### src/hdl/toe_echo_macros.svh
// sizes shared by RTL and testbench; FIFO depths are 2**AW and the port range must fit 16 bits
`ifndef TOE_ECHO_MACROS_SVH
`define TOE_ECHO_MACROS_SVH

// ---------------------------------------
// stream widths
// ---------------------------------------
// one beat on the rx and tx data streams
`define TOE_DATA_W 64
// bytes credited to the packet length per beat
`define TOE_BEAT_BYTES 8

// ---------------------------------------
// listen ports, opened 2880 up to 2887
// ---------------------------------------
`define TOE_PORT_FIRST 2880
`define TOE_PORT_COUNT 8

// fifo address bits
`define TOE_RX_FIFO_AW 4
`define TOE_SESS_FIFO_AW 3
`define TOE_META_FIFO_AW 2

`endif

### src/hdl/toe_echo_pkg.sv
// plain vector types only; tx_meta_t carries the length above the session, as the engine expects
`include "toe_echo_macros.svh"

package toe_echo_pkg;

  // ---------------------------------------
  // stream payloads
  // ---------------------------------------
  typedef logic [`TOE_DATA_W-1:0] data_t;
  typedef logic [15:0] port_t;
  typedef logic [15:0] session_t;
  typedef logic [15:0] pkt_len_t;

  // {pkt_len_t, session_t}
  typedef logic [31:0] tx_meta_t;

  // ---------------------------------------
  // state machines
  // ---------------------------------------
  typedef enum logic [1:0] {
    OPEN_ISSUE,
    OPEN_WAIT,
    OPEN_DONE
  } opener_state_t;

  typedef enum logic {
    PKT_FIRST,
    PKT_BODY
  } pkt_state_t;

endpackage

### src/hdl/stream_fifo.sv
// single clock; depth is 2**ADDR_BITS; no almost-full flag, ready drops only when completely full
`timescale 1ns/1ps

module stream_fifo #(
  parameter int WIDTH     = 8,
  parameter int ADDR_BITS = 2
) (
  input  logic             aclk,
  input  logic             aresetn,
  input  logic             in_valid,
  output logic             in_ready,
  input  logic [WIDTH-1:0] in_data,
  output logic             out_valid,
  input  logic             out_ready,
  output logic [WIDTH-1:0] out_data
);

  localparam int DEPTH = 1 << ADDR_BITS;

  logic [WIDTH-1:0]     mem [DEPTH];
  logic [ADDR_BITS-1:0] wr_ptr;
  logic [ADDR_BITS-1:0] rd_ptr;
  logic [ADDR_BITS:0]   count;
  logic                 full;
  logic                 push;
  logic                 pop;

  // ---------------------------------------
  // handshake
  // ---------------------------------------
  assign full      = (count == (ADDR_BITS + 1)'(DEPTH));
  assign in_ready  = !full;
  assign out_valid = (count != '0);

  // head of the queue straight from the array
  assign out_data = mem[rd_ptr];

  assign push = in_valid && in_ready;
  assign pop  = out_valid && out_ready;

  // storage
  always_ff @(posedge aclk) begin
    if (push) begin
      mem[wr_ptr] <= in_data;
    end
  end

  // ---------------------------------------
  // pointers and fill level
  // ---------------------------------------
  always_ff @(posedge aclk) begin
    if (!aresetn) begin
      wr_ptr <= '0;
      rd_ptr <= '0;
      count  <= '0;
    end else begin
      if (push) begin
        wr_ptr <= wr_ptr + 1'b1;
      end
      if (pop) begin
        rd_ptr <= rd_ptr + 1'b1;
      end
      // simultaneous push and pop leaves the level alone
      case ({push, pop})
        2'b10:   count <= count + 1'b1;
        2'b01:   count <= count - 1'b1;
        default: count <= count;
      endcase
    end
  end

  // a full queue keeps its write slot until something leaves
  assert property (@(posedge aclk) disable iff (!aresetn)
    full && !pop |=> full && $stable(wr_ptr));

  // stalled consumer sees the same word next cycle
  assert property (@(posedge aclk) disable iff (!aresetn)
    out_valid && !out_ready |=> out_valid && $stable(out_data));

endmodule

### src/hdl/listen_port_opener.sv
// opens one consecutive port range once per reset; listen status is never read back
`timescale 1ns/1ps
`include "toe_echo_macros.svh"

module listen_port_opener (
  input  logic                aclk,
  input  logic                aresetn,
  output logic                listen_port_valid,
  input  logic                listen_port_ready,
  output toe_echo_pkg::port_t listen_port_data
);

  localparam toe_echo_pkg::port_t port_last =
    toe_echo_pkg::port_t'(`TOE_PORT_FIRST + `TOE_PORT_COUNT - 1);

  toe_echo_pkg::opener_state_t state;
  toe_echo_pkg::port_t         port_q;

  assign listen_port_data = port_q;

  // ---------------------------------------
  // request sequencer
  // ---------------------------------------
  always_ff @(posedge aclk) begin
    if (!aresetn) begin
      state             <= toe_echo_pkg::OPEN_ISSUE;
      listen_port_valid <= 1'b0;
      port_q            <= toe_echo_pkg::port_t'(`TOE_PORT_FIRST);
    end else begin
      case (state)
        toe_echo_pkg::OPEN_ISSUE: begin
          // raise the request, drop it once the engine takes it
          if (listen_port_valid && listen_port_ready) begin
            listen_port_valid <= 1'b0;
            state             <= toe_echo_pkg::OPEN_WAIT;
          end else begin
            listen_port_valid <= 1'b1;
          end
        end
        toe_echo_pkg::OPEN_WAIT: begin
          port_q <= port_q + 1'b1;
          if (port_q == port_last) begin
            state <= toe_echo_pkg::OPEN_DONE;
          end else begin
            // next request goes up right away
            listen_port_valid <= 1'b1;
            state             <= toe_echo_pkg::OPEN_ISSUE;
          end
        end
        default: begin
          listen_port_valid <= 1'b0;
        end
      endcase
    end
  end

  // port number must not move under a pending request
  assert property (@(posedge aclk) disable iff (!aresetn)
    listen_port_valid && !listen_port_ready |=>
      listen_port_valid && $stable(listen_port_data));

endmodule

### src/hdl/tx_meta_builder.sv
// one session entry per packet, taken on its last beat; length assumes every beat is full width
`timescale 1ns/1ps
`include "toe_echo_macros.svh"

module tx_meta_builder (
  input  logic                   aclk,
  input  logic                   aresetn,
  // buffered receive beats
  input  logic                   beat_valid,
  output logic                   beat_ready,
  input  toe_echo_pkg::data_t    beat_data,
  input  logic                   beat_last,
  // buffered receive sessions
  input  logic                   sess_valid,
  output logic                   sess_ready,
  input  toe_echo_pkg::session_t sess_id,
  // echo stream
  output logic                   tx_data_valid,
  input  logic                   tx_data_ready,
  output toe_echo_pkg::data_t    tx_data,
  output logic                   tx_last,
  // metadata FIFO write side
  output logic                   meta_valid,
  input  logic                   meta_ready,
  output toe_echo_pkg::tx_meta_t meta_data
);

  localparam toe_echo_pkg::pkt_len_t beat_len = toe_echo_pkg::pkt_len_t'(`TOE_BEAT_BYTES);

  toe_echo_pkg::pkt_state_t pkt_state;
  toe_echo_pkg::pkt_len_t   len_q;
  toe_echo_pkg::pkt_len_t   len_now;
  logic                     can_send;
  logic                     beat_fire;
  logic                     pkt_end;

  // ---------------------------------------
  // beat gating
  // ---------------------------------------
  // a beat only leaves with its session known and room for the metadata word
  assign can_send      = sess_valid && meta_ready;
  assign tx_data_valid = beat_valid && can_send;
  assign beat_ready    = tx_data_ready && can_send;
  assign tx_data       = beat_data;
  assign tx_last       = beat_last;

  assign beat_fire = tx_data_valid && tx_data_ready;
  assign pkt_end   = beat_fire && beat_last;

  // ---------------------------------------
  // length and metadata
  // ---------------------------------------
  // includes the beat going out this cycle
  assign len_now = (pkt_state == toe_echo_pkg::PKT_FIRST) ? beat_len : len_q + beat_len;

  assign sess_ready = pkt_end;
  assign meta_valid = pkt_end;
  assign meta_data  = {len_now, sess_id};

  always_ff @(posedge aclk) begin
    if (!aresetn) begin
      pkt_state <= toe_echo_pkg::PKT_FIRST;
    end else if (beat_fire) begin
      if (beat_last) begin
        pkt_state <= toe_echo_pkg::PKT_FIRST;
      end else begin
        pkt_state <= toe_echo_pkg::PKT_BODY;
      end
    end
  end

  // running byte count of the packet so far
  always_ff @(posedge aclk) begin
    if (beat_fire) begin
      len_q <= len_now;
    end
  end

  // the session of an open packet stays at the head until its last beat
  assert property (@(posedge aclk) disable iff (!aresetn)
    pkt_state == toe_echo_pkg::PKT_BODY |-> sess_valid && $stable(sess_id));

  // upstream FIFOs must keep an offered beat steady while tx stalls
  assert property (@(posedge aclk) disable iff (!aresetn)
    tx_data_valid && !tx_data_ready |=>
      tx_data_valid && $stable(tx_data) && $stable(tx_last));

endmodule

### src/hdl/toe_echo_top.sv
// single clock echo front end; rx metadata must deliver exactly one session per received packet
`timescale 1ns/1ps
`include "toe_echo_macros.svh"

module toe_echo_top (
  input  logic                   aclk,
  input  logic                   aresetn,
  // listen port requests to the offload engine
  output logic                   listen_port_valid,
  input  logic                   listen_port_ready,
  output toe_echo_pkg::port_t    listen_port_data,
  // received payload
  input  logic                   rx_data_valid,
  output logic                   rx_data_ready,
  input  toe_echo_pkg::data_t    rx_data,
  input  logic                   rx_last,
  // received metadata, one entry per packet
  input  logic                   rx_meta_valid,
  output logic                   rx_meta_ready,
  input  toe_echo_pkg::session_t rx_meta_session,
  // echoed payload
  output logic                   tx_data_valid,
  input  logic                   tx_data_ready,
  output toe_echo_pkg::data_t    tx_data,
  output logic                   tx_last,
  // transmit metadata
  output logic                   tx_meta_valid,
  input  logic                   tx_meta_ready,
  output toe_echo_pkg::tx_meta_t tx_meta
);

  logic                   rx_buf_valid;
  logic                   rx_buf_ready;
  logic [`TOE_DATA_W:0]   rx_buf_word;
  logic                   sess_buf_valid;
  logic                   sess_buf_ready;
  toe_echo_pkg::session_t sess_buf_id;
  logic                   meta_push_valid;
  logic                   meta_push_ready;
  toe_echo_pkg::tx_meta_t meta_push_data;

  // ---------------------------------------
  // control path
  // ---------------------------------------
  listen_port_opener listen_port_opener_inst (
    .aclk              (aclk),
    .aresetn           (aresetn),
    .listen_port_valid (listen_port_valid),
    .listen_port_ready (listen_port_ready),
    .listen_port_data  (listen_port_data)
  );

  // ---------------------------------------
  // receive buffering
  // ---------------------------------------
  // last flag rides above the data bits
  stream_fifo #(
    .WIDTH     (`TOE_DATA_W + 1),
    .ADDR_BITS (`TOE_RX_FIFO_AW)
  ) rx_fifo_inst (
    .aclk      (aclk),
    .aresetn   (aresetn),
    .in_valid  (rx_data_valid),
    .in_ready  (rx_data_ready),
    .in_data   ({rx_last, rx_data}),
    .out_valid (rx_buf_valid),
    .out_ready (rx_buf_ready),
    .out_data  (rx_buf_word)
  );

  stream_fifo #(
    .WIDTH     ($bits(toe_echo_pkg::session_t)),
    .ADDR_BITS (`TOE_SESS_FIFO_AW)
  ) sess_fifo_inst (
    .aclk      (aclk),
    .aresetn   (aresetn),
    .in_valid  (rx_meta_valid),
    .in_ready  (rx_meta_ready),
    .in_data   (rx_meta_session),
    .out_valid (sess_buf_valid),
    .out_ready (sess_buf_ready),
    .out_data  (sess_buf_id)
  );

  // ---------------------------------------
  // echo and transmit metadata
  // ---------------------------------------
  tx_meta_builder tx_meta_builder_inst (
    .aclk          (aclk),
    .aresetn       (aresetn),
    .beat_valid    (rx_buf_valid),
    .beat_ready    (rx_buf_ready),
    .beat_data     (rx_buf_word[`TOE_DATA_W-1:0]),
    .beat_last     (rx_buf_word[`TOE_DATA_W]),
    .sess_valid    (sess_buf_valid),
    .sess_ready    (sess_buf_ready),
    .sess_id       (sess_buf_id),
    .tx_data_valid (tx_data_valid),
    .tx_data_ready (tx_data_ready),
    .tx_data       (tx_data),
    .tx_last       (tx_last),
    .meta_valid    (meta_push_valid),
    .meta_ready    (meta_push_ready),
    .meta_data     (meta_push_data)
  );

  stream_fifo #(
    .WIDTH     ($bits(toe_echo_pkg::tx_meta_t)),
    .ADDR_BITS (`TOE_META_FIFO_AW)
  ) meta_fifo_inst (
    .aclk      (aclk),
    .aresetn   (aresetn),
    .in_valid  (meta_push_valid),
    .in_ready  (meta_push_ready),
    .in_data   (meta_push_data),
    .out_valid (tx_meta_valid),
    .out_ready (tx_meta_ready),
    .out_data  (tx_meta)
  );

endmodule

### config.mk
export PLATFORM = sky130hd
export DESIGN_NAME = toe_echo_top
export DESIGN_NICKNAME = d
export VERILOG_FILES = /design/src/hdl/toe_echo_pkg.sv /design/src/hdl/stream_fifo.sv /design/src/hdl/listen_port_opener.sv /design/src/hdl/tx_meta_builder.sv /design/src/hdl/toe_echo_top.sv
export VERILOG_INCLUDE_DIRS = /design/src /design/src/hdl
export SDC_FILE = /design/constraint.sdc
export NUM_CORES = 1
export LEC_CHECK = 0
export BUFFER_PORTS_ARGS = -buffer_cell sky130_fd_sc_hd__buf_4
export CAP_MARGIN = 15
export CORE_MARGIN = 4
export CORE_UTILIZATION = 40
export DETAILED_ROUTE_END_ITERATION = 10
export PLACE_DENSITY = 0.61
export SYNTH_ARGS = -nofsm -noshare
export SYNTH_HDL_FRONTEND = slang
export SYNTH_SLANG_ARGS = --single-unit
### constraint.sdc
create_clock -name aclk -period 7.7 [get_ports aclk]
set_input_delay 0.77 -clock aclk [delete_from_list [all_inputs] [get_ports aclk]]
set_output_delay 0.77 -clock aclk [all_outputs]
set_load 0.05 [all_outputs]
# ---- Word-level counts from Yosys, hierarchy flattened
# Memory sizes are Yosys's and may differ from the RTL's. A register that Yosys moved wholly into a read port is not among the register bits.
# Index checks and enable logic that the tools add are counted.
dict set report op_classes {
  addsub 14
  eq_ne 13
  mux 23
  n_reduce_logical 24
}
# cell n
set op_table {}
lappend op_table {{$add 16x1->16 const B} 1}
lappend op_table {{$add 16x4->16 const B} 1}
lappend op_table {{$eq 16x12->1 const B} 1}
lappend op_table {{$mux 16} 1}
lappend op_table {{$add 4x1->4 const B} 3}
lappend op_table {{$logic_and 1x1->1} 12}
lappend op_table {{$pmux 5 s2} 1}
lappend op_table {{$add 3x1->3 const B} 3}
lappend op_table {{$mux 1} 9}
lappend op_table {{$eq 2x1->1 const B} 4}
lappend op_table {{$mux 2} 4}
lappend op_table {{$mux 4} 2}
lappend op_table {{$pmux 4 s2} 1}
lappend op_table {{$reduce_bool 2->1} 4}
lappend op_table {{$eq 2x2->1 const B} 3}
lappend op_table {{$mux 3} 2}
lappend op_table {{$pmux 3 s2} 1}
lappend op_table {{$add 5x1->5 const B} 1}
lappend op_table {{$eq 5x5->1 const B} 1}
lappend op_table {{$reduce_bool 5->1} 1}
lappend op_table {{$sub 5x1->5 const B} 1}
lappend op_table {{$add 2x1->2 const B} 2}
lappend op_table {{$eq 4x4->1 const B} 1}
lappend op_table {{$pmux 2 s2} 1}
lappend op_table {{other kinds (11)} 13}
dict set report totals {
  reg_bits 66
  ram_bits 1296
  in_bits 88
  output_inout_bits 118
  elab_cells 91
  n_memories 3
}
# name depth width rd rd_clocked_by_memory_dff wr line_no
set mem_list {}
lappend mem_list {rx_fifo_inst.mem 16 65 1 1 1 stream_fifo.sv:20} ;# logic [WIDTH-1:0] mem [DEPTH];
lappend mem_list {meta_fifo_inst.mem 4 32 1 1 1 stream_fifo.sv:20}
lappend mem_list {sess_fifo_inst.mem 8 16 1 1 1 stream_fifo.sv:20}

# ---- Longest topological paths before layout
dict set report logic_depth {
  depth_word 9
  ltp_mapped 13
  depth_no_buf 11
}

# ---- Modules after synthesis
# From an unflattened synthesis, not the netlist that was laid out.
dict set report hier_totals {
  hier_cells 2296
  hier_area_um2 52955.8
}
# mod n_inst cells_each area_per_inst_um2 seq_area_each_um2
set modules_own_cells {}
lappend modules_own_cells {{stream_fifo (rx_fifo_inst)} 1 1559 39947.1 31570.3}
lappend modules_own_cells {{stream_fifo (sess_fifo_inst)} 1 259 5479.0 4103.9}
lappend modules_own_cells {{stream_fifo (meta_fifo_inst)} 1 219 5151.2 4023.9}
lappend modules_own_cells {tx_meta_builder 1 157 1471.4 500.5}
lappend modules_own_cells {listen_port_opener 1 102 907.1 380.4}

# ---- Worst setup path before layout
# OpenSTA, ideal clock, no wires.
dict set report synth_path {
  kind {input-to-reg}
  startpoint {input rx_data_valid}
  endpoint {memory rx_fifo_inst.mem[3][0] in the netlist's numbering (enable)}
  setup_time_ns 0.568
  arrival_ns 5.873
  required_ns 7.132
  path_slack_ns 1.260
  stages 3
  n_path_buf 0
  path_cell_list {a21boi_1 -> nand2_1 -> nor3_1}
}
dict set report synth_between {
  elab_chain_len 3
}
# item line_no
set synth_rtl {}
lappend synth_rtl {{start, declared} toe_echo_top.sv:13} ;# input logic rx_data_valid,
lappend synth_rtl {{$logic_and 1x1->1} stream_fifo.sv:38} ;# assign push = in_valid && in_ready;
lappend synth_rtl {{$mux 1} stream_fifo.sv:43} ;# if (push) begin
lappend synth_rtl {{$mux 1 (not written as such)} stream_fifo.sv:44} ;# mem[wr_ptr] <= in_data;
lappend synth_rtl {{end, declared} stream_fifo.sv:20}
# Every way passes these cells.

==> flow_summary.ini <==
[route]
drc_errors = 0
wl_per_cell_um = 26.4
wl_um = 114000
first_pass_iters = 6
vias = 23400
drtIter0Drc = 2158
viasPerCell = 5.40
antenna_left = 0

[clock_tree]
cts_setup_buffers = 0
cts_buffers = 144
root_buffer = clkbuf_16
ctsHoldBuffers = 0
htreeDepth = 4
tritoncts = done
worst_skew_pair.late_latency_ns = 0.78
max-clock-path-buffers = 3
clock_sinks = 1371
path_clk_slew_ns = 0.06
cts_resized = 0

[floorplan]
coreArea_um2 = 129000
die_w_um = 369
start_util_pct = 40.3
dieArea_um2 = 136000
rows = 132
die_y_um = 369
ios = 206

[global_routing]
grt_usage_pct = 17.0
grt_max_degree = 161
antenna_found_initial = 10
grt_pass1_vias = 24800
overflow = 0
grt_pass1_wl_um = 169000

[sta]
setup_viol = 0
relSlewSlack_pct = 25.0
finalMaxSlewViolations = 0
post-route-min-period_ns = 4.70
hold_viol_final = 0
tightest_slew_ns = 1.12
rsz0062_at_grt = false
period_share_pct = 61.0
skew_ns = 0.0310
timing.fmax_mhz = 213
tns_ns = 0
fin_ws_ns = 3.00

[synthesis]
syn_avg_cell_area_um2 = 23.8
syn-num-nets = 2303
synth_edf_count = 1312
synth_top_family_by_area = multiplexers
ys.flop_type = edfxtp_1
synthesis.area_um2 = 52200
muxShareOfSynthArea_pct = 17.2
syn_inst = 2192
synth_xor_area_share_pct = 0.739
async_reset_ff_share_pct = 0
synth_compound_area_share_pct = 0.444
ys_seq_area_share_pct = 77.8
netlist-cell-type-count = 44
synth-simple-area-share_pct = 1.96
synthAdderAreaFrac_pct = 0.580
synth.ff_latch_count = 1371
yosysWarningCount = 0

[cells_and_area]
n_fill_cell = 10600
final_cell_mix = 1312 x edfxtp_1, 384 x mux4_2, 240 x buf_4, 145 x clkbuf_16, 52 x dfxtp_1
layout-drive-gt1-share_pct = 34.2
syn2layout_area_growth_pct = 16.2
final_common_cell = edfxtp_1
fin_nets = 2600

[place]
routabilityCongestion = 0.737
dp_hpwl_um = 59200
place_ws_ns = 3.50
port_buffers = 205

[worst_setup_path]
arrival_ns = 3.93
cp-end-kind = primary output
critPathLaunchType = flip-flop
crit_fanout = 33
regToRegEndpoint = sess_fifo_inst.count[2]
cp.required_ns = 6.93
criticalPathCategory = flip-flop to primary output
reg2reg_depth = 13
rrSetupSlack_ns = 4.13

[min_path]
holdPathEnd = sess_fifo_inst.mem[4][6]
min_from = rx_meta_session[6]
whs_path_depth = 1
hp-class = input pin to flip-flop

[power]
p_leak_nw = 18.7
powerDensity_nw_per_um2 = 285
worst_ir_drop_vdd_v = 0.000245

[run_status]
outcome = complete, no violations

[flow_run]
drv_cap = 0
-- flip-flops by register name, summed over array words and instances (netlist names), named ones only --
name                                       count
listen_port_opener_inst.listen_port_data      16
listen_port_opener_inst.listen_port_valid      1
listen_port_opener_inst.state                  2
meta_fifo_inst.count                           3
meta_fifo_inst.mem                           128
meta_fifo_inst.rd_ptr                          2
meta_fifo_inst.wr_ptr                          2
rx_fifo_inst.count                             5
rx_fifo_inst.mem                            1040
rx_fifo_inst.rd_ptr                            4
rx_fifo_inst.wr_ptr                            4
sess_fifo_inst.count                           4
sess_fifo_inst.mem                           128
sess_fifo_inst.rd_ptr                          3
sess_fifo_inst.wr_ptr                          3
tx_meta_builder_inst.len_q                    16
tx_meta_builder_inst.pkt_state                 1
-- power breakdown --
group | internal (W) | switching (W)
clock | 0.00392 | 0.00285
combinational | 0.000862 | 0.00118
sequential | 0.00835 | 0.0000878
-- layout make-up --
class	instances	area, µm²	share of cell area, %
sequential	1371	40600	67.0
clock buffer	170	3720	6.14
antenna	4	10.0	0.0165
inverter	13	48.8	0.0805
timing repair buffer	252	2050	3.38
clock inverter	83	912	1.50
multi-input combinational	707	11100	18.3
tap	1742	2180	3.59
-- worst max-delay path, stage by stage (launching register included) --
cell	delay [ns]
dfxtp_4	0.72
buf_4	0.47
buf_4	0.61
mux4_2	0.58
mux4_2	0.52
buf_4	0.21
-- cells in the mapped netlist, types with 2 or more instances --
library cell	instances	area, µm²
buf_1	5	18.8
a21o_1	2	15.0
and2_1	48	300
a21boi_1	2	15.0
mux2_2	16	180
nand3b_1	2	15.0
buf_2	20	100
mux2i_1	17	170
nand2_1	40	150
nand2b_1	7	43.8
or3_1	6	37.5
nor2b_1	11	68.8
a21boi_0	8	60.1
buf_6	26	293
clkbuf_1	48	180
o21ai_0	11	55.1
a22oi_1	4	30.0
nor4bb_1	2	20.0
and3_1	8	50.1
edfxtp_1	1312	39400
dfxtp_1	59	1180
nand4_1	9	56.3
nand3_1	9	45.0
buf_4	2	15.0
nor4_1	3	18.8
a21oi_1	7	35.0
xnor2_1	28	245
xor2_1	16	140
ha_1	21	263
inv_1	12	45.0
mux4_2	384	8650
nor2_1	21	78.8
nor3_1	13	65.1
fa_1	2	40.0
nor3b_1	2	15.0
-- worst max path at each step --
stage / startpoint / cells past startpoint / to / slack (ns)
2_1_floorplan: rx_data_valid / 3 / rx_fifo_inst.mem[3][0] / 1.26
3_3_place_gp: flip-flop / 13 / sess_fifo_inst.count[2] / 3.57
3_5_place_dp: flip-flop / 13 / sess_fifo_inst.count[2] / 3.50
4_1_cts: flip-flop / 5 / tx_data[30] / 2.82
5_1_grt: flip-flop / 5 / tx_data[21] / 2.65
6_report: flip-flop / 5 / tx_data[30] / 3.00
-- routing by layer --
layer,global-route usage (%),up-vias,routed length [µm]
met2,27.5,656,56700
met5,0,-,92
li1,-,9900,-
met1,23.2,12700,48900
met4,4.41,14,2320
met3,4.08,179,6450
-- cell families after synthesis --
group,Yosys count
AOI/OAI and AO/OA,36
buffers and inverters,114
and+or+nand+nor,187
xor gates and xnor gates,44
muxes,417
adders and majority gates,23
DFF,1371
-- stage by stage --
stage / instance area, µm² / util, % / hold WS (ns) / total power (W) / cells
after detailed placement: 56000 / 43.2 / 0.488 / 0.0107 / 4084
after global routing: 60600 / 46.8 / 0.174 / 0.0179 / 4339
final: 60600 / 46.8 / 0.225 / 0.0173 / 4342
after global placement: 56000 / 43.2 / 0.471 / 0.0106 / 4084
after floorplan: 52200 / - / 0.445 / 0.0101 / 2192
after CTS: 60600 / 46.8 / 0.154 / 0.0175 / 4337
Power figures use the tool's default switching activity.
